`src/design/cache_defs.svh`:
```
// geometry is fixed at 32 lines of 64 bits, 4-way; the LRU tree assumes a power-of-two way count
`ifndef CACHE_DEFS_SVH
`define CACHE_DEFS_SVH

// associativity
`define NUM_WAYS 4

// 32 lines spread over the ways
`define NUM_SETS 8

// set index width, log2 of NUM_SETS
`define SET_BITS 3

// 13-bit line address minus the index
`define TAG_BITS 10

// payload width of one line
`define DATA_BITS 64

// tree nodes per set, one less than the ways
`define LRU_BITS 3

`endif

```
`src/design/cache_pkg.sv`:
```
// line and way types sized from cache_defs.svh; line layout is data, tag, valid, dirty from the top
`include "cache_defs.svh"

package cache_pkg;

  // one stored line of 76 packed bits
  typedef struct packed {
    logic [`DATA_BITS-1:0] data;
    logic [`TAG_BITS-1:0]  tag;
    logic                  valid;
    logic                  dirty;
  } cache_line_t;

  // way number within a set
  typedef logic [$clog2(`NUM_WAYS)-1:0] way_t;

endpackage

```
`src/design/way_lookup.sv`:
```
// purely combinational tag compare over one set; way is only meaningful while hit is high
`timescale 1ns/1ps
`include "cache_defs.svh"

module way_lookup import cache_pkg::*; (
  input  logic [`TAG_BITS-1:0]               tag,
  input  cache_line_t [`NUM_WAYS-1:0]        lines,
  output logic                               hit,
  output way_t                               way
);

  logic [`NUM_WAYS-1:0] match;

  // valid line with equal tag
  always_comb begin
    for (int i = 0; i < `NUM_WAYS; i++) begin
      match[i] = lines[i].valid && (lines[i].tag == tag);
    end
  end

  assign hit = |match;

  // one-hot to binary, lowest way wins if ever more than one
  always_comb begin
    way = '0;
    for (int i = `NUM_WAYS - 1; i >= 0; i--) begin
      if (match[i]) begin
        way = way_t'(i);
      end
    end
  end

  // a tag lives in at most one way of a set, which the fill and hit logic upstream must keep
  always_comb begin
    a_single_hit: assert final ($onehot0(match))
      else $error("way_lookup: tag %h hits more than one way", tag);
  end

endmodule

```
`config.mk`:
```
export PLATFORM = sky130hd
export DESIGN_NAME = way_lookup
export DESIGN_NICKNAME = d
export VERILOG_FILES = /design/src/design/cache_pkg.sv /design/src/design/way_lookup.sv
export VERILOG_INCLUDE_DIRS = /design/src /design/src/design
export SDC_FILE = /design/constraint.sdc
export NUM_CORES = 1
export LEC_CHECK = 0
export ABC_AREA = 1
export BUFFER_PORTS_ARGS = -buffer_cell sky130_fd_sc_hd__buf_2
export CAP_MARGIN = 30
export CORE_AREA = 2 2 124 126
export DETAILED_ROUTE_END_ITERATION = 16
export DIE_AREA = 0 0 126 128
export GPL_TIMING_DRIVEN = 0
export PLACE_DENSITY = 0.47
export SYNTH_ARGS = -nofsm -noshare
export SYNTH_HDL_FRONTEND = slang
export SYNTH_SLANG_ARGS = --single-unit
```
`constraint.sdc`:
```
create_clock -name vclk -period 1.3
set_input_delay 0.325 -clock vclk [all_inputs]
set_output_delay 0.325 -clock vclk [all_outputs]
set_load 0.05 [all_outputs]
```
# Yosys cells after proc, flatten, opt, wreduce, memory -nomap -nowiden
# Cells that the tools add are included.
# classes
n_div,0
n_reduce_logical,5
mux,4
n_eq_ne,4
shift,0
addsub,0
multipliers,0
n_lt_le_gt_ge,0
bitwise,0
# op_table
cell,n
10-bit == test,4
2-bit two-way mux,4
1-bit logical AND,4
4-bit OR reduction,1
# word_totals
latch_bits,0
elab_cells,13
rom_bits,0
mem_count,0
ramBits,0
reg_bits,0

# Depth between registers and ports, before layout
# logic_depth
depth_word,6
depth_mapped,10
ltp_nobuf,10

# Worst setup path before layout
# Ideal clock, no wire load.
# synth_timing
path_kind,input -> output
startpoint,in tag[4]
endpoint,out way[0]
stages,9
path_slack_ns,-0.577
required_time_ns,0.975
t_arrival_ns,1.552
cell_sequence,inv_1 nand2_1 nand2_1 nand2_2 nor2_2 nand2_1 nor2_2 nand2_1 a21oi_1
# synth_between
elab_chain_cells,6
# synth_rtl
element,line,rtl
from (decl),way_lookup.sv:6,"input logic [`TAG_BITS-1:0] tag,"
10-bit == test,way_lookup.sv:17,match[i] = lines[i].valid && (lines[i].tag == tag);
1-bit logical AND,way_lookup.sv:17,
2-bit two-way mux (3 in series),way_lookup.sv:27,if (match[i]) begin
2-bit two-way mux *,way_lookup.sv:27,
to (decl),way_lookup.sv:9,output way_t way
# Mark *: on every way between the ends. The rest lies on a longest branch, timed or not.

# Worst setup path in the final report
# layout_timing
startpoint,in lines[86] (netlist name)
endpoint,out way[0]
# layout_between
elab_chain_cells,4
# layout_rtl
element,line,rtl
from (decl),way_lookup.sv:7,"input cache_line_t [`NUM_WAYS-1:0] lines,"
10-bit == test,way_lookup.sv:17,
1-bit logical AND,way_lookup.sv:17,
2-bit two-way mux (2 in series),way_lookup.sv:27,
# No other way between the ends.

==> run summary <==
Initial antenna violation count -> 0
CP Launch Type -> primary input
Worst Tran Pin Value -> 0.265 ns
Pwr per Cell Area -> 267 mW/mm^2
Vias in the first global route -> 1074
Initial Util -> 5.08%
Commonest non-fill, non-tap cell in the layout -> nand2_1
Setup CP Type -> in2out
Post-synth cell types -> 20
Synth top area share -> 31.8%
Simple-gate portion of the synthesized area -> 59.4%
ANT nets after route -> 0
Yosys warning total -> 0
Failing checks -> negative setup slack
HP Class -> in2out
Seq_cells -> 0
Global-route wire length before repair -> 6310 um
WHS Path Cells -> 7
Routability cong. -> 0.797
Synth Instances -> 163
Avg Vias per Cell -> 2.73
Fmax -> 566 MHz
Leak pwr -> 0.000792 uW
DRC -> 0
Max FO, Critical Path -> 2
# fillers -> 1773
Hold_buf cts -> 0
Final Power -> 438 uW
Number of I/O pins -> 317
Final hold viol count -> 0
Dominant cell type by area after synthesis -> nand2_1
Post-route setup slack -> -0.468 ns
Multi-input logic area -> 807 sq um
Final WL -> 4380 um
# diodes -> 0
Tmin final -> 1.77 ns
MaxCap Viol Count -> 0
Largest net degree at the start of global routing -> 7
Vias -> 1115
Die width -> 126 um
Required time of the critical path -> 0.98 ns
Sequential share of the synthesized area -> 0%
Worst VDD drop -> 161 uV
Mean Syn Cell Area -> 4.63 sq um
Fin crit share -> 136%
Hold path start -> lines[84]
P&R area growth vs syn -> 118%
Port Buffers -> 57
CLK BUF -> 0
Row count -> 45
Storage cell area -> 0 sq um
Most frequent cells in the layout -> nand2_1, buf_2, inv_1
Final net count -> 536
Post-synthesis compound-gate area fraction -> 8.79%
Die height -> 128 um
Die Footprint -> 0.0161 sq mm
Total Neg Setup Slack -> -1.30 ns
Final setup fails -> 3
Mapped cell area -> 754 sq um
Total grt overflow -> 0
Post-synthesis mux area share -> 0%
Fraction of synthesized cell area in xor and xnor cells -> 13.9%
Relative slew slack -> 82.2%
Adder-Cell Fraction of Synth Area -> 0%
Post-DR wirelength/cell -> 10.7 um
Core area -> 0.0149 sq mm
Crit path DAT -> 1.44 ns
Crit end category -> output pin
Unrepaired setup endpoints after global routing -> yes
Synth top area cells -> nand2_1, inv_1, xor2_1, nor2_1, xnor2_1
DRT Pass-1 Iters -> 4
GRT Overall Usage -> 5.19%
Outcome -> finished with violations
Largest family of logic cells by synthesized area -> simple AND/OR/NAND/NOR gates
Share of layout cells above drive strength 1 -> 50.9%
Total nets after synthesis -> 477
Max Transition Viols Final -> 0
Hold Path End -> way[0]
Initial detailed-routing violation count -> 46
HPWL Detailed -> 4050 um
worst max-delay path: stages:
cell and delay, ns:
buf_6 0.10, xor2_2 0.16, nor3_2 0.28, nand3_2 0.18, a21oi_4 0.22, buf_6 0.18
power breakdown:
| group | switching [uW] | internal [uW] |
|---|---|---|
| Combinational | 233 | 205 |
| Sequential | 0 | 0 |
| Clock | 0 | 0 |
timing repair:
action,4_1_cts,5_1_grt
setup buffers,0,0
resized for setup,50,45
setup endpoints to repair,3,3
pin swaps,19,22
how the worst max path moves through the flow:
stage	slack (ns)	endpoint	from
floorplan	-0.17	hit	lines[82]
global route	-0.50	way[0]	tag[2]
CTS	-0.48	way[0]	tag[8]
global placement	-0.90	hit	tag[3]
detailed placement	-0.91	hit	tag[3]
finish	-0.47	way[0]	lines[86]
layout make-up:
cell class                 instances  share of cell area, %
inverter                          36                   10.4
multi-input combinational        127                   49.2
tap                              188                   14.3
timing repair buffer              57                   26.1
cells in the mapped netlist (all sizes together), types with 2 or more instances:
cell type,instances
a21boi,2
clkinv,3
inv,33
nand2,68
nand3,8
nand4,6
nor2,17
nor3,3
o21ai,7
xnor2,5
xor2,7
kinds of logic (layout without fill, tap and decap cells):
family / after synthesis / after routing
compound gates: 11 / 11
buf+inv: 36 / 93
xor+xnor: 12 / 12
simple gates: 104 / 104
layer usage:
metal	global-route usage, %	vias up	wire, um
met1	7.78	470	2210
met2	8.38	38	1920
li1	-	607	-
met4	0	0	0
met3	0.751	0	255
met5	0	-	0
stage by stage:
step / hold WS [ns] / util (%) / instances / setup WS, ns / instance area [sq um]
after floorplan: 1.01 / - / 163 / -0.173 / 781
after CTS: 1.27 / 9.91 / 408 / -0.477 / 1470
after detailed placement: 1.35 / 8.75 / 408 / -0.908 / 1300
after global routing: 1.30 / 11.0 / 408 / -0.504 / 1640
final: 1.27 / 11.0 / 408 / -0.468 / 1640
after global placement: 1.35 / 8.75 / 408 / -0.905 / 1300
(Power assumes the default switching activity.)
